**config.mk**
```make
export PLATFORM = sky130hd
export DESIGN_NAME = sdramPinDriver
export DESIGN_NICKNAME = d
export VERILOG_FILES = /design/src/sdramPkg.sv /design/src/sdramPinDriver.sv
export VERILOG_INCLUDE_DIRS = /design/src /design/src/src
export SDC_FILE = /design/constraint.sdc
export NUM_CORES = 1
export LEC_CHECK = 0
export CAP_MARGIN = 20
export CORE_MARGIN = 2
export CORE_UTILIZATION = 55
export DETAILED_ROUTE_END_ITERATION = 10
export DONT_BUFFER_PORTS = 1
export HOLD_SLACK_MARGIN = 0.05
export PLACE_DENSITY = 0.74
export SETUP_SLACK_MARGIN = 0.4
export SLEW_MARGIN = 40
export SYNTH_ARGS = -nofsm -noshare
export SYNTH_HDL_FRONTEND = slang
export SYNTH_SLANG_ARGS = --single-unit
```
**constraint.sdc**
```tcl
create_clock -name clk -period 0.8 [get_ports clk]
set_input_delay 0.04 -clock clk [delete_from_list [all_inputs] [get_ports clk]]
set_output_delay 0.04 -clock clk [all_outputs]
set_load 0.1 [all_outputs]
```
**src/sdramCtrl_cfg.svh**
```systemverilog
`ifndef SDRAMCTRL_CFG_SVH
`define SDRAMCTRL_CFG_SVH

////////////////////////////////////////////////////////////////////////////
// Datasheet gaps in clock cycles at 133 MHz.
////////////////////////////////////////////////////////////////////////////
`define SDRAM_TRP 3        // Precharge to next command, 20 ns.
`define SDRAM_TRC 9        // Refresh to refresh, 63 ns.
`define SDRAM_TRCD 3       // Activate to read or write, 20 ns.
`define SDRAM_TMRD 2       // Mode register load to next command.
`define SDRAM_TWR 2        // Last write word to precharge.
`define SDRAM_CL 3         // CAS latency.
`define SDRAM_POWERUP 13300 // About 100 us of NOP after power-up.
`define SDRAM_BURST 4      // Words per burst.

////////////////////////////////////////////////////////////////////////////
// Address and data widths.
////////////////////////////////////////////////////////////////////////////
`define SDRAM_BANK_W 2
`define SDRAM_ROW_W 13
`define SDRAM_COL_W 9
`define SDRAM_DQ_W 16

// Burst write, CL 3 on A6..A4, sequential, burst length 4 on A2..A0.
`define SDRAM_MODE_WORD 13'h0032

`endif

```
**src/sdramPkg.sv**
```systemverilog
`include "sdramCtrl_cfg.svh"

package sdramPkg;

    // Bank on top, then row, then column.
    typedef logic [`SDRAM_BANK_W+`SDRAM_ROW_W+`SDRAM_COL_W-1:0] sdramAddr_t;
    typedef logic [`SDRAM_DQ_W-1:0] sdramWord_t;

    ////////////////////////////////////////////////////////////////////////
    // Command word as {CKE, CS_N, RAS_N, CAS_N, WE_N}.
    ////////////////////////////////////////////////////////////////////////
    typedef enum logic [4:0] {
        CMD_INIT = 5'b01111,        // Clock disabled, power-on state.
        CMD_NOP  = 5'b10111,        // No operation.
        CMD_ACT  = 5'b10011,        // Open a row.
        CMD_WR   = 5'b10100,        // Write burst.
        CMD_RD   = 5'b10101,        // Read burst.
        CMD_PR   = 5'b10010,        // Precharge.
        CMD_AR   = 5'b10001,        // Auto-refresh.
        CMD_LMR  = 5'b10000         // Load mode register.
    } sdramCmdCode_e;

    typedef struct packed {
        logic cke;
        logic csN;
        logic rasN;
        logic casN;
        logic weN;
    } sdramPins_t;

    // Sequencer writes the code, the pin driver reads the pins.
    typedef union packed {
        sdramCmdCode_e code;
        sdramPins_t    pins;
    } sdramCmd_u;

    typedef enum logic [1:0] {OP_INIT, OP_REFRESH, OP_READ, OP_WRITE} sdramOp_e;

    // What goes out on BA and A with a command.
    typedef enum logic [1:0] {
        SEL_ROW,
        SEL_COLUMN,
        SEL_PRECHARGE_ALL,
        SEL_MODE
    } sdramAddrSel_e;

endpackage
```
**src/sdramPinDriver.sv**
```systemverilog
`timescale 1ns/100ps
`include "sdramCtrl_cfg.svh"

module sdramPinDriver (
    input  logic                      clk,
    input  logic                      rst_n,
    input  logic                      cmdValid,
    input  sdramPkg::sdramCmd_u       cmd,
    input  sdramPkg::sdramAddrSel_e   addrSel,
    input  sdramPkg::sdramAddr_t      addr,
    output logic                      sdCke,
    output logic                      sdCsN,
    output logic                      sdRasN,
    output logic                      sdCasN,
    output logic                      sdWeN,
    output logic [`SDRAM_BANK_W-1:0]  sdBa,
    output logic [`SDRAM_ROW_W-1:0]   sdA
);

    logic [`SDRAM_BANK_W-1:0] bankField;
    logic [`SDRAM_ROW_W-1:0]  rowField;
    logic [`SDRAM_COL_W-1:0]  colField;
    logic [`SDRAM_ROW_W-1:0]  colAddr;
    sdramPkg::sdramCmd_u      cmdQ;

    assign bankField = addr[$bits(addr)-1 -: `SDRAM_BANK_W];
    assign rowField  = addr[`SDRAM_COL_W +: `SDRAM_ROW_W];
    assign colField  = addr[`SDRAM_COL_W-1:0];
    // A10 high asks for auto-precharge after the burst.
    assign colAddr   = {{(`SDRAM_ROW_W-`SDRAM_COL_W-2){1'b0}}, 1'b1, 1'b0, colField};

    always_ff @(posedge clk or negedge rst_n) begin
        if (!rst_n) begin
            cmdQ.code <= sdramPkg::CMD_NOP;     // CKE high, NOP.
            sdBa      <= '1;
            sdA       <= '1;
        end else if (cmdValid) begin
            cmdQ.pins <= cmd.pins;
            case (addrSel)
                sdramPkg::SEL_ROW: begin
                    sdBa <= bankField;
                    sdA  <= rowField;
                end
                sdramPkg::SEL_COLUMN: begin
                    sdBa <= bankField;
                    sdA  <= colAddr;
                end
                sdramPkg::SEL_PRECHARGE_ALL: begin
                    sdBa <= '1;
                    sdA  <= '1;             // A10 high hits every bank.
                end
                sdramPkg::SEL_MODE: begin
                    sdBa <= '0;
                    sdA  <= `SDRAM_MODE_WORD;
                end
            endcase
        end else begin
            cmdQ.code <= sdramPkg::CMD_NOP;     // BA and A hold.
        end
    end

    assign sdCke  = cmdQ.pins.cke;
    assign sdCsN  = cmdQ.pins.csN;
    assign sdRasN = cmdQ.pins.rasN;
    assign sdCasN = cmdQ.pins.casN;
    assign sdWeN  = cmdQ.pins.weN;

endmodule

```
==> flow_summary.ini <==
[layout]
nets = 154
area_delta_synth_final_pct = 45.0
final-seq-area_sq_um = 599
multi_input_area_sq_um = 531
fillers = 111
fin_util_pct = 83.7
antennaDiodeCount = 0
drive_above_1_share_pct = 53.0

[synthesis]
syn_area_per_cell_sq_um = 11.8
synth.yosys.seq_area_share_pct = 47.3
synth.area.top_cells = dfstp_2, buf_6, nand2b_1, and2b_1, a211o_1
ys_warn_count = 0
synth_most_common_cell = dfstp_2
ys_ff_latch = 20
yosysTopAreaCell = dfstp_2
synth_ff_type = dfstp_2
yosysTopAreaCellShare_pct = 45.0
ys_types = 20
synthArstFlopShare_pct = 100
yosys-top-cells-count = dfstp_2, nand2b_1, and2b_1, nor2_1
netlist_area_sq_mm = 0.00111
syn_nets = 132
synth_edf_count = 0
synthCells = 94

[setup_path]
cp_top_family = flip-flops
reg2reg_depth = 3
r2r_setup_slack_ns = -0.24
cp-start-kind = register
arrival_ns = 1.14
crit_fanout = 2
path_buf_inv = 1
critPathSlowestCell = dfstp_4
setup.worst_path.class = reg2out
cp.required_ns = 0.76
max_stage_delay_ns = 0.66
cp.depth = 1
r2r-start = sdA[1]
worstPathCellList = buf_12
critPathCaptureType = output port
r2r-end = sdA[1]

[route]
vias = 782
wl_per_cell_um = 18.5
drtAntennaViolNets = 0
first_pass_iters = 4
drt_iter0_markers = 10
drc = 0
via_per_inst = 5.51
wl_um = 2620

[timing]
finalCritPeriodShare_pct = 148
fin_skew_ns = 0
max_slew.worst_pin.slew_ns = 0.376
whs_ns = -0.576
fmax_mhz = 847
maxSlewHeadroom_pct = 74.9
finalSetupViolCount = 35
fin_tns_setup_ns = -8.97
rsz0062_at_grt = true
maxSlewViolCount = 0
hold_violations = 40
period_minus_slack_ns = 1.18
fin_ws_ns = -0.381

[clock_tree]
cts_sinks = 20
cts-root-buf = clkbuf_4
tritoncts = done
cts.clk_slew.worst_paths_ns = 0.13
clockBufferDepth = 2
clock_latency_ns = 0.29
cts-buffers-inserted = 3
h-tree-depth = 1

[pwr]
p_leak_nw = 0.672
p_total_mw = 3.70
power.density_mw_per_mm2 = 2300
vdd_drop_max_mv = 1.81

[global_routing]
grt_pass1_vias = 824
grt_start_max_net_pins = 37
grt_use_total_pct = 23.3
grt-ovfl-total = 0
antenna_found_initial = 0
grt_pass1_wl_um = 4200

[die]
die_w_um = 48.9
io_pins = 54
initial_core_util_pct = 57.7
dieArea_sq_mm = 0.00239
rows = 16
die_h_um = 48.9
core_sq_mm = 0.00192

[placement]
dp_hpwl_um = 1820
port_buffers = 0
gp_congestion = 0.604
dp_slack_ns = -0.271

[run_status]
status = finished, violations left
violations = hold timing, setup timing

[worst_hold_path]
hp-class = in2async

[job]
maxCapViolations = 0
## per-stage QoR
step	cell area, sq um	cells
floorplan	1210	94
global placement	1520	135
detailed placement	1520	135
CTS	1590	141
global route	1610	142
finish	1610	142
## logic make-up (layout without fill, tap and decap cells)
| family | count (synthesis) | count (layout) | share of synthesized area (%) |
|---|---|---|---|
| adder cells (fa/ha/maj) | 4 | 4 | 4.51 |
| AO/OA/AOI/OAI | 21 | 21 | 16.9 |
| buffers and inverters | 9 | 30 | 7.45 |
| AND/OR/NAND/NOR | 36 | 36 | 20.2 |
| flip-flops | 20 | 20 | 47.3 |
| multiplexers | 4 | 4 | 3.61 |
## layout by cell type, fill, tap and decap left out, types with 4 or more instances in the layout
master	count
a211o_1	6
mux2i_1	4
ha_1	4
dfstp_4	19
a31o_1	6
buf_4	7
nor2b_1	4
and2b_1	7
nand2b_1	10
nand2_1	4
buf_12	16
## final cells by class
class	count	share of cell area, %
Sequential cell	20	37.3
Tap cell	27	2.10
Inverter	2	0.467
Timing Repair Buffer	24	23.9
Clock buffer	3	1.40
Multi-Input combinational cell	65	33.0
Clock inverter	1	1.87
## state kept, by name, summed over array words and instances (netlist names)
| signal | cells |
|---|---|
| sdBa | 2 |
| cmdQ | 5 |
| sdA | 13 |
## per-layer routing
metal | vias to the layer above | share of wire, % | global-route usage, %
met2 | 31 | 56 | 42.9
met5 | - | 0 | 0
met4 | 0 | 1.0 | 7.62
li1 | 366 | - | -
met3 | 2 | 5.2 | 3.99
met1 | 383 | 38 | 27.4
## power breakdown
group          internal, mW  switching [mW]  total, mW
sequential             1.26           0.203       1.46
clock                 0.506           0.333      0.839
combinational         0.551           0.851       1.40
## repair_timing
action	in CTS	in global routing
endpoints found under the hold margin	40	40
gates resized for setup	1	3
endpoints found under the setup margin	35	35
buffers inserted	2	1
pin swaps	2	1
## worst max path at each step
stage / from / to / slack (ns)
6_report: sdA[12] / sdA[12] / -0.38
5_1_grt: sdA[12] / sdA[12] / -0.40
4_1_cts: sdA[12] / sdA[12] / -0.38
3_5_place_dp: addrSel[0] / sdA[12] / -0.27
3_3_place_gp: addrSel[0] / sdA[0] / -0.23
2_1_floorplan: sdA[8] / sdA[8] / -0.28
No activity file was read; power rests on OpenSTA's default activity.
