$ cat config.mk
export PLATFORM = sky130hd
export DESIGN_NAME = sdramOpSequencer
export DESIGN_NICKNAME = d
export VERILOG_FILES = /design/src/sdramPkg.sv /design/src/sdramOpSequencer.sv
export VERILOG_INCLUDE_DIRS = /design/src /design/src/src
export SDC_FILE = /design/constraint.sdc
export NUM_CORES = 1
export LEC_CHECK = 0
export ABC_AREA = 1
export ABC_CLOCK_PERIOD_IN_PS = 2650
export BUFFER_PORTS_ARGS = -buffer_cell sky130_fd_sc_hd__buf_2
export CAP_MARGIN = 20
export CORE_MARGIN = 5
export CORE_UTILIZATION = 55
export CTS_BUF_LIST = sky130_fd_sc_hd__clkbuf_4 sky130_fd_sc_hd__clkbuf_8 sky130_fd_sc_hd__clkbuf_16
export CTS_CLUSTER_DIAMETER = 30
export DETAILED_ROUTE_END_ITERATION = 10
export PLACE_DENSITY = 0.73
export SLEW_MARGIN = 0
export SYNTH_ARGS = -nofsm -noshare
export SYNTH_HDL_FRONTEND = slang
export SYNTH_SLANG_ARGS = --single-unit
$ cat constraint.sdc
create_clock -name clk -period 2.65 [get_ports clk]
set_clock_uncertainty 0.2 [all_clocks]
set_input_delay 0.53 -clock clk [delete_from_list [all_inputs] [get_ports clk]]
set_output_delay 0.53 -clock clk [all_outputs]
set_load 0.01 [all_outputs]
$ cat src/sdramCtrl_cfg.svh
`ifndef SDRAMCTRL_CFG_SVH
`define SDRAMCTRL_CFG_SVH

////////////////////////////////////////////////////////////////////////////
// Datasheet gaps in clock cycles at 133 MHz.
////////////////////////////////////////////////////////////////////////////
`define SDRAM_TRP 3        // Precharge to next command, 20 ns.
`define SDRAM_TRC 9        // Refresh to refresh, 63 ns.
`define SDRAM_TRCD 3       // Activate to read or write, 20 ns.
`define SDRAM_TMRD 2       // Mode register load to next command.
`define SDRAM_TWR 2        // Last write word to precharge.
`define SDRAM_CL 3         // CAS latency.
`define SDRAM_POWERUP 13300 // About 100 us of NOP after power-up.
`define SDRAM_BURST 4      // Words per burst.

////////////////////////////////////////////////////////////////////////////
// Address and data widths.
////////////////////////////////////////////////////////////////////////////
`define SDRAM_BANK_W 2
`define SDRAM_ROW_W 13
`define SDRAM_COL_W 9
`define SDRAM_DQ_W 16

// Burst write, CL 3 on A6..A4, sequential, burst length 4 on A2..A0.
`define SDRAM_MODE_WORD 13'h0032

`endif

$ cat src/sdramPkg.sv
`include "sdramCtrl_cfg.svh"

package sdramPkg;

    // Bank on top, then row, then column.
    typedef logic [`SDRAM_BANK_W+`SDRAM_ROW_W+`SDRAM_COL_W-1:0] sdramAddr_t;
    typedef logic [`SDRAM_DQ_W-1:0] sdramWord_t;

    ////////////////////////////////////////////////////////////////////////
    // Command word as {CKE, CS_N, RAS_N, CAS_N, WE_N}.
    ////////////////////////////////////////////////////////////////////////
    typedef enum logic [4:0] {
        CMD_INIT = 5'b01111,        // Clock disabled, power-on state.
        CMD_NOP  = 5'b10111,        // No operation.
        CMD_ACT  = 5'b10011,        // Open a row.
        CMD_WR   = 5'b10100,        // Write burst.
        CMD_RD   = 5'b10101,        // Read burst.
        CMD_PR   = 5'b10010,        // Precharge.
        CMD_AR   = 5'b10001,        // Auto-refresh.
        CMD_LMR  = 5'b10000         // Load mode register.
    } sdramCmdCode_e;

    typedef struct packed {
        logic cke;
        logic csN;
        logic rasN;
        logic casN;
        logic weN;
    } sdramPins_t;

    // Sequencer writes the code, the pin driver reads the pins.
    typedef union packed {
        sdramCmdCode_e code;
        sdramPins_t    pins;
    } sdramCmd_u;

    typedef enum logic [1:0] {OP_INIT, OP_REFRESH, OP_READ, OP_WRITE} sdramOp_e;

    // What goes out on BA and A with a command.
    typedef enum logic [1:0] {
        SEL_ROW,
        SEL_COLUMN,
        SEL_PRECHARGE_ALL,
        SEL_MODE
    } sdramAddrSel_e;

endpackage
$ cat src/sdramOpSequencer.sv
`timescale 1ns/100ps
`include "sdramCtrl_cfg.svh"

module sdramOpSequencer (
    input  logic                      clk,
    input  logic                      rst_n,
    input  logic [3:0]                req,
    output logic                      cmdValid,
    output sdramPkg::sdramCmd_u       cmd,
    output sdramPkg::sdramAddrSel_e   addrSel,
    output logic                      wrLoad,
    output logic                      rdCapture,
    output logic                      busWrite,
    output logic                      done
);

    // Wide enough for the power-up wait and every other gap.
    localparam int WAIT_W = $clog2(`SDRAM_POWERUP + `SDRAM_TRC + `SDRAM_BURST + 1);

    localparam logic [1:0] PH_IDLE = 2'd0; // Waiting for a request.
    localparam logic [1:0] PH_BUSY = 2'd1; // Stepping through a command list.
    localparam logic [1:0] PH_HOLD = 2'd2; // Done given, waiting for req to drop.

    logic [1:0]         phase;
    sdramPkg::sdramOp_e op;
    logic [2:0]         step;
    logic [WAIT_W-1:0]  waitCnt;

    // Strobe one command and set the edges until the next step.
    task automatic issue(input sdramPkg::sdramCmdCode_e code,
                         input sdramPkg::sdramAddrSel_e sel,
                         input int gap);
        cmdValid <= 1'b1;
        cmd.code <= code;
        addrSel  <= sel;
        waitCnt  <= WAIT_W'(gap - 1);
    endtask

    task automatic finish();
        done     <= 1'b1;          // Single-cycle pulse.
        busWrite <= 1'b0;
        phase    <= PH_HOLD;
    endtask

    ////////////////////////////////////////////////////////////////////////////
    // Step FSM. Each step acts when waitCnt is zero.
    ////////////////////////////////////////////////////////////////////////////
    always_ff @(posedge clk or negedge rst_n) begin
        if (!rst_n) begin
            phase     <= PH_IDLE;
            op        <= sdramPkg::OP_INIT;
            step      <= '0;
            waitCnt   <= '0;
            cmdValid  <= 1'b0;
            cmd.code  <= sdramPkg::CMD_NOP;
            addrSel   <= sdramPkg::SEL_ROW;
            wrLoad    <= 1'b0;
            rdCapture <= 1'b0;
            busWrite  <= 1'b0;
            done      <= 1'b0;
        end else begin
            cmdValid  <= 1'b0;          // Strobes last one cycle.
            wrLoad    <= 1'b0;
            rdCapture <= 1'b0;
            done      <= 1'b0;
            case (phase)
                PH_IDLE: begin
                    if (|req) begin
                        // Write beats read beats refresh beats init.
                        if (req[3]) begin
                            op <= sdramPkg::OP_WRITE;
                        end else if (req[2]) begin
                            op <= sdramPkg::OP_READ;
                        end else if (req[1]) begin
                            op <= sdramPkg::OP_REFRESH;
                        end else begin
                            op <= sdramPkg::OP_INIT;
                        end
                        busWrite <= req[3];     // Direction for the whole access.
                        step     <= '0;
                        waitCnt  <= '0;
                        phase    <= PH_BUSY;
                    end
                end
                PH_BUSY: begin
                    if (waitCnt != '0) begin
                        waitCnt <= waitCnt - 1'b1;
                    end else begin
                        step <= step + 1'b1;
                        case (op)
                            sdramPkg::OP_WRITE: begin
                                case (step)
                                    3'd0: issue(sdramPkg::CMD_ACT, sdramPkg::SEL_ROW, `SDRAM_TRCD);
                                    3'd1: begin
                                        // Done after the burst, write recovery and precharge.
                                        issue(sdramPkg::CMD_WR, sdramPkg::SEL_COLUMN,
                                              `SDRAM_BURST + `SDRAM_TWR + `SDRAM_TRP);
                                        wrLoad <= 1'b1; // Word 1 meets WR on the pins.
                                    end
                                    default: finish();
                                endcase
                            end
                            sdramPkg::OP_READ: begin
                                case (step)
                                    3'd0: issue(sdramPkg::CMD_ACT, sdramPkg::SEL_ROW, `SDRAM_TRCD);
                                    3'd1: issue(sdramPkg::CMD_RD, sdramPkg::SEL_COLUMN, `SDRAM_CL + 1);
                                    3'd2: begin
                                        rdCapture <= 1'b1;  // Word 1 valid on DQ now.
                                        waitCnt   <= WAIT_W'(`SDRAM_BURST + `SDRAM_TRP - 2);
                                    end
                                    default: finish();
                                endcase
                            end
                            sdramPkg::OP_REFRESH: begin
                                case (step)
                                    3'd0: issue(sdramPkg::CMD_PR, sdramPkg::SEL_PRECHARGE_ALL,
                                                `SDRAM_TRP);
                                    3'd1: issue(sdramPkg::CMD_AR, sdramPkg::SEL_PRECHARGE_ALL,
                                                `SDRAM_TRC);
                                    3'd2: issue(sdramPkg::CMD_AR, sdramPkg::SEL_PRECHARGE_ALL,
                                                `SDRAM_TRC + 1);
                                    default: finish();
                                endcase
                            end
                            default: begin          // Init.
                                case (step)
                                    3'd0: waitCnt <= WAIT_W'(`SDRAM_POWERUP - 1); // NOP only.
                                    3'd1: issue(sdramPkg::CMD_PR, sdramPkg::SEL_PRECHARGE_ALL,
                                                `SDRAM_TRP);
                                    3'd2: issue(sdramPkg::CMD_AR, sdramPkg::SEL_PRECHARGE_ALL,
                                                `SDRAM_TRC);
                                    3'd3: issue(sdramPkg::CMD_AR, sdramPkg::SEL_PRECHARGE_ALL,
                                                `SDRAM_TRC);
                                    3'd4: issue(sdramPkg::CMD_LMR, sdramPkg::SEL_MODE,
                                                `SDRAM_TMRD + 1);
                                    default: finish();
                                endcase
                            end
                        endcase
                    end
                end
                PH_HOLD: begin
                    if (req == 4'b0000) begin
                        phase <= PH_IDLE;       // New request seen one cycle later.
                    end
                end
                default: phase <= PH_IDLE;
            endcase
        end
    end

endmodule

==> reports/metrics.cfg <==
[status]
status=finished, final reports clean

[cts]
cts.path.max_buffers=2
cts_sinks=31
cts_buffers=5
htree_levels=2
cts_tree=done
clkLatencyLatePin_ps=290
path_clk_slew_ps=70
root_buffer=clkbuf_8
ctsResizeCount=0
post_cts_buffers=0
ctsHoldBuffers=0

[critical_path]
cpMostUsedCell=nand2_1
critical_path_arrival_ps=2370
startpoint=step[0]
crit_cells=10
path_max_fanout=12
worstSetupPathType=reg2reg
reg2reg_depth=10
critPathCaptureType=flip-flop
path_cells=inv_1, ha_1, o21ai_1, nand3_1, nand2_1, nor2_1, nor2_2, nor2_2, nand2_1, nand2_1
cp_top_family=simple AND/OR/NAND/NOR gates
crit_buf_inv=1
slowest_stage=nor2_2
required_ps=2680
cpPeakStageDelay_ps=560
r2r-start=step[0]
cp-start-kind=flip-flop

[timing]
tns_ps=0
finalWorstSetupSlack_ps=317
hold_violations=0
slew_headroom_pct=53.1
max_freq_mhz=429
setup_viol=0
fin_crit_ps=2330
report.final.slew_viol_count=0
post-route-period-util_pct=88.0
rsz0062_at_grt=no
tightestPinTransition_ps=703

[logic_synthesis]
synth_mux_area_share_pct=0
avgSynthCellArea_um2=6.88
synth-xor-area-share_pct=1.88
syn_area_um2=2330
synth-simple-area-share_pct=41.0
synth_top_area_share_pct=30.1
synth-adder-area-share_pct=5.37
syn_nets=355
synth_area_leaders=dfrtp_1 30%, nand2_1 16%, nor2_1 7.7%
yosys.area.top_type=dfrtp_1
synth_cell_types=35
synth_top_family_by_area=simple AND/OR/NAND/NOR gates
synth.yosys.seq_area_share_pct=33.4
synth_compound_area_share_pct=8.96
synth_cells=339
yosys_warnings=0
synth.ff_latch_count=31

[floorplan]
io_pins=18
die_x_um=75.1
start_util_pct=57.4
std_cell_rows=23
core_um2=4060
die_h_um=75.1
dieArea_um2=5640

[routing]
vias=2132
wire_per_inst_um=12.8
antenna_left=0
via_per_inst=5.26
drt-initial-drc-count=202
wirelength_mm=5.18
drt_first_pass_iters=5
drc_errors=0

[global_route]
grt_usage_pct=20.5
grt_pass1_wl_mm=8.90
antenna_found_initial=0
grt.overflow.total=0
grt_pass1_vias=2000
grt_max_degree=32

[layout]
final_util_pct=61.6
area_growth_pct=7.25
drive_above_1_share_pct=16.3
final_nets=370
diodes=0

[place]
hpwlAfterDp_mm=3.87
routabilityCongestion=0.911
portBuffers=15
pre_cts_slack_ps=309

[power]
p_leak_nw=1.38
powerDensity_nw_per_um2=1260
peakVddDrop_mv=0.649

[job]
drv_cap=0

[worst_hold_path]
hold_path_class=in2async

## logic make-up (layout without fill, tap and decap cells)
kind of cell / count (synthesis) / count (layout)
XOR/XNOR: 5 / 5
buffers and inverters: 46 / 62
AO/OA/AOI/OAI: 37 / 37
flip-flops: 31 / 31
AND/OR/NAND/NOR: 208 / 208
other: 2 / 2
adder cells (fa/ha/maj): 10 / 10
## sequential cells by signal (all words and copies together), names as in the netlist
register and cells:
waitCnt 14, cmd 3, step 3, addrSel 2, op 2, phase 2, busWrite 1, cmdValid 1
done 1, rdCapture 1, wrLoad 1
## power by group
part	switching (mW)	total, mW	internal [mW]
clock network	0.181	0.400	0.220
logic	1.34	1.99	0.654
registers	0.131	0.767	0.636
## per-layer routing
metal  vias up  GRT usage, %  wire (µm)
met5         -             0          0
met4         0          8.30         99
met3        12          3.20        331
met2        74          33.6       2280
met1       954          26.9       2470
li1       1092             -          -
## layout by cell type, fill, tap and decap left out, types with 2 or more instances in the layout
master    count
dfstp_2       3
inv_1        37
a211oi_1      2
ha_1         10
inv_2         2
buf_2        15
nor3_1        7
dfrtp_1      28
clkbuf_8      6
nand3_1      20
o21ai_0      16
o21ai_1       2
conb_1        2
xor2_1        4
nor2_2        4
o22ai_1       2
nor2_1       48
nand2_1     100
nor2_4        2
nand4_1       2
a21oi_1       9
nand2_2      18
nand3b_1      3
## cell type report
class                      count  area (µm²)
clock inverter                 1        5.00
timing repair buffer          15        75.1
tap                           50        62.6
sequential                    31         779
inverter                      39         146
fill                         394        1560
clock buffer                   7        90.1
multi-input combinational    262        1340
## synthesized netlist by cell type
master,instances
nor2_2,4
nand4_4,1
ha_1,10
clkbuf_1,1
o21ai_1,2
nor2_4,2
dfrtp_1,28
nand2_2,18
inv_1,37
o21bai_1,1
nor2_1,48
nand3_1,20
a211oi_1,2
nor2_8,1
buf_4,2
xnor2_1,1
a21boi_0,1
nand2_1,100
xor2_1,4
o22ai_1,2
conb_1,2
buf_6,4
nor3_1,7
a22oi_1,1
a21oi_1,9
inv_2,2
nand2_4,1
nand4_1,2
a31o_2,1
o21ai_2,1
nand3_4,1
nand3b_1,3
dfstp_2,3
a31oi_1,1
o21ai_0,16
## path summary, 6_finish.rpt
path / end / slack (ps)
min in group clk: cmd[1] / 260
hold / removal: busWrite / 80
setup reg to reg: waitCnt[8] / 320
max in group asynchronous: cmdValid / 1710
setup / recovery: waitCnt[8] / 320
hold reg to reg: cmd[1] / 260
## worst reg2reg max path, delay by kind of cell, from the launching register on
family / cells / cell delay, ps
adders and majority gates: 1 / 240
and+or+nand+nor: 7 / 1140
AOI/OAI and AO/OA: 1 / 150
DFF: 1 / 410
buffers and inverters: 1 / 140
## per-stage QoR
step | total power [mW] | cells | hold slack (ps) | area [µm²]
global route | 3.48 | 405 | 156 | 2500
global placement | 2.72 | 397 | 254 | 2400
CTS | 3.16 | 405 | 109 | 2500
finish | 3.16 | 405 | 81.9 | 2500
floorplan | 2.38 | 339 | 34.4 | 2330
detailed placement | 2.75 | 397 | 255 | 2400
(Power assumes the default switching activity.)
