File: src/sdramCtrl_cfg.svh
`ifndef SDRAMCTRL_CFG_SVH
`define SDRAMCTRL_CFG_SVH

////////////////////////////////////////////////////////////////////////////
// Datasheet gaps in clock cycles at 133 MHz.
////////////////////////////////////////////////////////////////////////////
`define SDRAM_TRP 3        // Precharge to next command, 20 ns.
`define SDRAM_TRC 9        // Refresh to refresh, 63 ns.
`define SDRAM_TRCD 3       // Activate to read or write, 20 ns.
`define SDRAM_TMRD 2       // Mode register load to next command.
`define SDRAM_TWR 2        // Last write word to precharge.
`define SDRAM_CL 3         // CAS latency.
`define SDRAM_POWERUP 13300 // About 100 us of NOP after power-up.
`define SDRAM_BURST 4      // Words per burst.

////////////////////////////////////////////////////////////////////////////
// Address and data widths.
////////////////////////////////////////////////////////////////////////////
`define SDRAM_BANK_W 2
`define SDRAM_ROW_W 13
`define SDRAM_COL_W 9
`define SDRAM_DQ_W 16

// Burst write, CL 3 on A6..A4, sequential, burst length 4 on A2..A0.
`define SDRAM_MODE_WORD 13'h0032

`endif

File: src/sdramPkg.sv
`include "sdramCtrl_cfg.svh"

package sdramPkg;

    // Bank on top, then row, then column.
    typedef logic [`SDRAM_BANK_W+`SDRAM_ROW_W+`SDRAM_COL_W-1:0] sdramAddr_t;
    typedef logic [`SDRAM_DQ_W-1:0] sdramWord_t;

    ////////////////////////////////////////////////////////////////////////
    // Command word as {CKE, CS_N, RAS_N, CAS_N, WE_N}.
    ////////////////////////////////////////////////////////////////////////
    typedef enum logic [4:0] {
        CMD_INIT = 5'b01111,        // Clock disabled, power-on state.
        CMD_NOP  = 5'b10111,        // No operation.
        CMD_ACT  = 5'b10011,        // Open a row.
        CMD_WR   = 5'b10100,        // Write burst.
        CMD_RD   = 5'b10101,        // Read burst.
        CMD_PR   = 5'b10010,        // Precharge.
        CMD_AR   = 5'b10001,        // Auto-refresh.
        CMD_LMR  = 5'b10000         // Load mode register.
    } sdramCmdCode_e;

    typedef struct packed {
        logic cke;
        logic csN;
        logic rasN;
        logic casN;
        logic weN;
    } sdramPins_t;

    // Sequencer writes the code, the pin driver reads the pins.
    typedef union packed {
        sdramCmdCode_e code;
        sdramPins_t    pins;
    } sdramCmd_u;

    typedef enum logic [1:0] {OP_INIT, OP_REFRESH, OP_READ, OP_WRITE} sdramOp_e;

    // What goes out on BA and A with a command.
    typedef enum logic [1:0] {
        SEL_ROW,
        SEL_COLUMN,
        SEL_PRECHARGE_ALL,
        SEL_MODE
    } sdramAddrSel_e;

endpackage
File: src/sdramDataPath.sv
`timescale 1ns/100ps
`include "sdramCtrl_cfg.svh"

module sdramDataPath (
    input  logic                 clk,
    input  logic                 rst_n,
    input  logic                 wrLoad,
    input  logic                 rdCapture,
    input  logic                 busWrite,
    input  sdramPkg::sdramWord_t wrData1,
    input  sdramPkg::sdramWord_t wrData2,
    input  sdramPkg::sdramWord_t wrData3,
    input  sdramPkg::sdramWord_t wrData4,
    input  sdramPkg::sdramWord_t dqIn,
    output sdramPkg::sdramWord_t dqOut,
    output logic                 dqOe,
    output sdramPkg::sdramWord_t rdData1,
    output sdramPkg::sdramWord_t rdData2,
    output sdramPkg::sdramWord_t rdData3,
    output sdramPkg::sdramWord_t rdData4
);

    localparam int CNT_W = $clog2(`SDRAM_BURST);

    logic                 wrStart;
    logic                 rdStart;
    logic [CNT_W-1:0]     wrLeft;       // Words still to shift out.
    logic [2:0]           rdSlot;       // One-hot, words 2 to 4.
    sdramPkg::sdramWord_t wrQueue [3];

    assign wrStart = wrLoad && busWrite;
    assign rdStart = rdCapture && !busWrite;

    ////////////////////////////////////////////////////////////////////////////
    // Burst control.
    ////////////////////////////////////////////////////////////////////////////
    always_ff @(posedge clk or negedge rst_n) begin
        if (!rst_n) begin
            dqOe   <= 1'b0;                     // DQ released.
            wrLeft <= '0;
            rdSlot <= '0;
        end else begin
            if (wrStart) begin
                dqOe   <= 1'b1;
                wrLeft <= CNT_W'(`SDRAM_BURST - 1);
            end else if (wrLeft != '0) begin
                wrLeft <= wrLeft - 1'b1;
            end else begin
                dqOe <= 1'b0;                   // After the fourth word.
            end
            rdSlot <= rdStart ? 3'b001 : {rdSlot[1:0], 1'b0};
        end
    end

    // Write words and read captures.
    always_ff @(posedge clk) begin
        if (wrStart) begin
            dqOut      <= wrData1;
            wrQueue[0] <= wrData2;
            wrQueue[1] <= wrData3;
            wrQueue[2] <= wrData4;
        end else if (wrLeft != '0) begin
            dqOut      <= wrQueue[0];
            wrQueue[0] <= wrQueue[1];
            wrQueue[1] <= wrQueue[2];
        end
        if (rdStart) rdData1 <= dqIn;
        if (rdSlot[0]) rdData2 <= dqIn;
        if (rdSlot[1]) rdData3 <= dqIn;
        if (rdSlot[2]) rdData4 <= dqIn;
    end

endmodule

File: config.mk
export PLATFORM = sky130hd
export DESIGN_NAME = sdramDataPath
export DESIGN_NICKNAME = d
export VERILOG_FILES = /design/src/sdramPkg.sv /design/src/sdramDataPath.sv
export VERILOG_INCLUDE_DIRS = /design/src /design/src/src
export SDC_FILE = /design/constraint.sdc
export NUM_CORES = 1
export LEC_CHECK = 0
export ABC_CLOCK_PERIOD_IN_PS = 3900
export BUFFER_PORTS_ARGS = -buffer_cell sky130_fd_sc_hd__buf_2
export CAP_MARGIN = 20
export CORE_MARGIN = 10
export CORE_UTILIZATION = 49
export CTS_BUF_LIST = sky130_fd_sc_hd__clkbuf_8
export DETAILED_ROUTE_END_ITERATION = 10
export HOLD_SLACK_MARGIN = 0.12
export PLACE_DENSITY = 0.78
export RECOVER_POWER = 50
export SYNTH_ARGS = -nofsm -noshare
export SYNTH_HDL_FRONTEND = slang
export SYNTH_SLANG_ARGS = --single-unit
File: constraint.sdc
create_clock -name clk -period 3.9 [get_ports clk]
set_clock_uncertainty 0.15 [all_clocks]
set_input_delay 0.78 -clock clk [delete_from_list [all_inputs] [get_ports clk]]
set_output_delay 0.78 -clock clk [all_outputs]
set_load 0.01 [all_outputs]
==> results of run 1 <==
==> kinds of logic (layout without fill, tap and decap cells) <==
group | Yosys count | after routing | share of synthesized area [%]
adder cells (fa/ha/maj) | 1 | 1 | 0.260
AO/OA/AOI/OAI | 3 | 3 | 0.599
other | 0 | 2 | 0
XOR/XNOR | 1 | 1 | 0.182
multiplexers | 48 | 48 | 13.6
flip-flops | 134 | 134 | 83.1
AND/OR/NAND/NOR | 7 | 7 | 0.755
buffers and inverters | 10 | 205 | 1.56
==> per-stage QoR <==
step | util, % | worst slack [ns] | std cells | cell area (um2)
6_report | 63.6 | 1.42 | 534 | 6160
5_1_grt | 63.5 | 1.26 | 532 | 6150
4_1_cts | 63.6 | 1.67 | 531 | 6160
3_5_place_dp | 59.4 | 1.20 | 498 | 5750
3_3_place_gp | 59.4 | 1.26 | 498 | 5750
2_1_floorplan | - | 1.33 | 204 | 4810
==> area by class of cell <==
type / instances / area [um2] / share of cell area [%]
Clock buffer: 17 / 234 / 3.80
Clock inverter: 15 / 163 / 2.64
Timing Repair Buffer: 168 / 841 / 13.7
Inverter: 5 / 18.8 / 0.305
Antenna cell: 2 / 5.00 / 0.0813
Tap cell: 133 / 166 / 2.70
Multi-Input combinational cell: 60 / 737 / 12.0
Sequential cell: 134 / 3990 / 64.9
==> layer usage <==
layer  GRT usage, %  up-vias  wire length (um)
met5              0        -                13
li1               -     1167                 -
met4           6.03        2               153
met2           20.3      145              4310
met1           15.0     1132              3670
met3           8.93       17              1320
==> final timing paths <==
kind                                        from                  endpoint  slack, ns  cells after the start
hold reg to reg                 dqOe$_DFFE_PN0P_          dqOe$_DFFE_PN0P_       0.38                      2
setup reg to reg           wrLeft[0]$_DFFE_PN0P_  wrQueue[0][31]$_DFFE_PP_       1.74                      5
setup / recovery                        busWrite        dqOut[0]$_DFFE_PP_       1.42                      4
min in group asynchronous                  rst_n     wrLeft[1]$_DFFE_PN0P_       0.61                      2
hold / removal                       wrData4[13]  wrQueue[1][13]$_DFFE_PP_       0.37                      1
max in group asynchronous                  rst_n       rdSlot[1]$_DFF_PN0_       2.75                      2
==> what timing repair did <==
action / in CTS / in global routing
hold endpoints to repair: 6 / 0
hold buffers: 1 / 0
resized for setup: 0 / 0
==> registers in the layout (all words and copies together) (netlist names) <==
register  cells
dqOe          1
dqOut        16
rdData1      16
rdData2      16
rdData3      16
rdData4      16
rdSlot        3
wrLeft        2
wrQueue      48
==> layout by cell type, fill, tap and decap left out, types with 2 or more instances in the layout <==
cell,count
buf_2,147
edfxtp_1,128
clkbuf_8,17
clkinv_4,2
clkbuf_1,18
diode_2,2
dfrtp_1,6
clkinvlp_4,3
inv_1,5
mux2_4,30
clkinv_1,2
mux2_2,18
nand2_1,4
clkinv_2,5
bufinv_16,3
==> critical path: stages <==
cell      delay (ns)
clkbuf_1        0.17
nand2_1         0.51
nand2_1         0.68
buf_12          0.29
==> power groups by stage <==
| stage | combinational [mW] | sequential (mW) | clock (mW) |
|---|---|---|---|
| after global routing | 0.756 | 2.09 | 1.22 |
| after detailed placement | 0.696 | 2.10 | 0 |
| after CTS | 0.700 | 2.07 | 1.16 |
| final | 0.695 | 2.06 | 1.13 |
| after floorplan | 0.404 | 2.14 | 0 |
| after global placement | 0.676 | 2.08 | 0 |
==> results.toml, run 1 <==
[power_and_ir_drop]
p_switching_uw = 932
ir_drop_mv = 0.317
clkPwrFrac_pct = 29.2
seqPwrFrac_pct = 52.9
p_leak_nw = 2.53
swShare_pct = 24.0
comb_power_share_pct = 17.9
power_mw = 3.89
internal_power_mw = 2.95
power.density_mw_per_mm2 = 631

[cts]
clk_latency_ns = 0.43
numClockSinks = 134
clk_path_buf_depth = 2
tritoncts = "yes"
cts_root_buf = "clkbuf_8"
cts_made_buffers = 17
clk_pin_slew_ns = 0.08
post_cts_buffers = 0
cts-htree-levels = 4

[finish]
syn2layout_area_growth_pct = 28.1
drive_above_1_share_pct = 57.1
fillers = 697
fin_nets = 472

[synthesis]
netlist_instances = 204
synth.avg_cell_area_um2 = 23.6
ys_ff_latch = 134
syn_nets = 290
synth.largest_area_cell = "edfxtp_1"
syn_area_mm2 = 0.00481
synth_warnings = 0
synth_edf_count = 128
synth_area_leaders = "edfxtp_1 (80%), mux2_4 (9.4%), mux2_2 (4.2%)"
yosys-top-cells-count = "edfxtp_1 (128), mux2_4 (30), mux2_2 (18)"
async_flop_share_pct = 4.48
yosysUniqueCellTypes = 15
yosysTopAreaCellShare_pct = 79.9
seq_area_frac_synth_pct = 83.1
synth.most_common_cell = "edfxtp_1"
synth_flop_cell = "edfxtp_1"

[route]
via_per_inst = 4.61
drc = 0
ant_nets = 0
wirelength_um = 9480
wl_per_cell_um = 17.7
drtIter0Drc = 115
vias = 2463
drt_first_pass_iters = 4

[outcome]
status = "complete, no violations"

[worst_setup_path]
critical_path_arrival_ns = 2.45
crit_type = "input pin to register"
end_kind = "register"
worstPathRequired_ns = 3.87
startpoint_type = "input pin"
crit_fanout = 36

[grt]
grt_first_pass_wirelength_um = 15000
grt_util_all_layers_pct = 13.6
grt_max_degree = 49
grt_pass1_vias = 2792
antenna_found_initial = 1
grt-ovfl-total = 0

[place]
hpwl_um = 7080
gp_congestion = 0.763
port_buffers = 165

[die]
placementRows = 36
start_util_pct = 49.7
io_pins = 166
dieArea_mm2 = 0.0142
die_h_um = 119
dieWidth_um = 119
core_mm2 = 0.00968

[timing]
period_share_pct = 63.6
relSlewSlack_pct = 46.8
rsz0062_at_grt = "no"
finalCriticalPeriod_ns = 2.48
final_max_slew_viol_count = 0
fmax_mhz = 403
setup_tns_ns = 0
setup_viol = 0
hold_ws_ns = 0.370
worst_slew_pin_slew_ns = 0.796
final-hold-violation-count = 0

[min_path]
min_path_type = "input pin to register"

[job]
maxCapViolCount = 0
No activity file was read; power rests on OpenSTA's default activity.
==> run 2, diff against run 1 <==
- ABC_CLOCK_PERIOD_IN_PS: 3900 -> 2300
- clock period: 3.9 -> 2.3 ns (I/O delays scaled with it)
==> results.toml, run 2 (synthesis gave the netlist of run 1 again) <==
[outcome]
status = "complete, no violations"

[power_and_ir_drop]
p_switching_mw = 1.64
swShare_pct = 23.6
comb_power_share_pct = 18.2
clkPwrFrac_pct = 31.7
seqPwrFrac_pct = 50.2
internal_power_mw = 5.31
ir_drop_mv = 0.533
p_leak_nw = 2.72
power.density_mw_per_mm2 = 1060

[timing]
hold_ws_ns = 0.187
final_max_slew_viol_count = 0
worst_slew_pin_slew_ns = 0.963
setup_viol = 0
final-hold-violation-count = 0
relSlewSlack_pct = 35.8
setup_tns_ns = 0
finalCriticalPeriod_ns = 2.02
period_share_pct = 87.7
rsz0062_at_grt = "no"
fmax_mhz = 496

[place]
gp_congestion = 0.767
port_buffers = 165
hpwl_um = 7120

[cts]
cts_made_buffers = 17
clk_pin_slew_ns = 0.08
clk_latency_ns = 0.42
cts_root_buf = "clkbuf_8"
cts-htree-levels = 4
tritoncts = "yes"
clk_path_buf_depth = 2
postCtsResizedCells = 0
numClockSinks = 134
post_cts_buffers = 0
cts_hold_buf = 33

[die]
start_util_pct = 49.7
dieWidth_um = 119
die_h_um = 119
placementRows = 36
core_mm2 = 0.00968
io_pins = 166
dieArea_mm2 = 0.0142

[worst_setup_path]
reg2reg_setup_slack_ns = 0.28
rr_worst_depth = 5
rr_startpoint = "wrLeft[0]$_DFFE_PN0P_"
crit_fanout = 29
r2r_end = "wrQueue[0][0]$_DFFE_PP_"
end_kind = "register"
worstPathRequired_ns = 2.32
critical_path_arrival_ns = 2.04
startpoint_type = "register"
crit_type = "register to register"

[grt]
grt-ovfl-total = 0
grt_pass1_vias = 2937
met3_usage_pct = 8.93
use_met2_pct = 23.9
grt_max_degree = 41
antenna_found_initial = 2
grt_util_all_layers_pct = 15.1
grt_first_pass_wirelength_um = 16600
gr-usage-met1_pct = 16.3
grt_busiest_layer = "met2"

[min_path]
min_path_type = "input pin to register"
min_path_cells = 2
holdCritStartpoint = "wrData3[13]"
whs_endpoint = "wrQueue[0][29]$_DFFE_PP_"

[finish]
multi_input_area_um2 = 739
final_common_cell = "buf_2"
syn2layout_area_growth_pct = 36.7
largest_register = "wrQueue"
drive_above_1_share_pct = 53.5
most-common-layout-cells = "buf_2 (147), edfxtp_1 (128), dlygate4sd3_1 (33), mux2_4 (30), clkbuf_1 (19)"
seqCellArea_mm2 = 0.00399
largest_reg_flops = 48
fillers = 635
fin_nets = 507

[route]
drt_first_pass_iters = 4
drtIter0Drc = 135
ant_nets = 0
wl_per_cell_um = 18.5
via_per_inst = 4.68
vias = 2665
drc = 0
wirelength_um = 10500

[job]
maxCapViolCount = 0
[run 2: worst max-delay path by stage]
stage | startpoint | endpoint | cells past startpoint
floorplan | wrLeft[0]$_DFFE_PN0P_ | dqOut[0]$_DFFE_PP_ | 3
global placement | wrLeft[0]$_DFFE_PN0P_ | wrQueue[0][31]$_DFFE_PP_ | 5
detailed placement | wrLeft[0]$_DFFE_PN0P_ | wrQueue[0][0]$_DFFE_PP_ | 5
CTS | wrLeft[0]$_DFFE_PN0P_ | wrQueue[0][0]$_DFFE_PP_ | 5
global route | wrLeft[0]$_DFFE_PN0P_ | wrQueue[0][0]$_DFFE_PP_ | 5
finish | wrLeft[0]$_DFFE_PN0P_ | wrQueue[0][0]$_DFFE_PP_ | 5
[run 2: through the flow]
step / cells / util (%) / setup slack (ns) / power [mW] / instance area, um2
2_1_floorplan: 204 / - / 0.0188 / 4.31 / 4810
3_3_place_gp: 502 / 60.0 / 0.340 / 4.73 / 5810
3_5_place_dp: 502 / 60.0 / 0.282 / 4.79 / 5810
4_1_cts: 567 / 68.1 / 0.268 / 7.03 / 6600
5_1_grt: 567 / 67.8 / 0.204 / 7.25 / 6570
6_report: 569 / 67.9 / 0.284 / 6.95 / 6570
[run 2: power groups by stage]
stage	registers, mW	clock network [mW]	logic (mW)
6_report	3.49	2.20	1.26
5_1_grt	3.55	2.35	1.36
4_1_cts	3.50	2.24	1.29
3_5_place_dp	3.55	0	1.24
3_3_place_gp	3.53	0	1.20
2_1_floorplan	3.63	0	0.686
[run 2: metal layers]
metal / up-vias / share of wire [%]
met4: 2 / 0.84
met3: 11 / 13
li1: 1237 / -
met2: 158 / 49
met5: - / 0.19
met1: 1257 / 38
[run 2: cell type report]
class	instances	area share, %
antenna	2	0.0761
clock buffer	17	3.56
clock inverter	15	3.43
inverter	5	0.286
multi-input combinational	60	11.3
sequential	134	60.8
tap	133	2.53
timing repair buffer	203	18.1
[run 2: worst max-delay path: stages (launching register included)]
cell	delay, ns
dfrtp_1	0.37
inv_1	0.06
ha_1	0.29
a21oi_4	0.26
buf_12	0.27
mux2_2	0.36
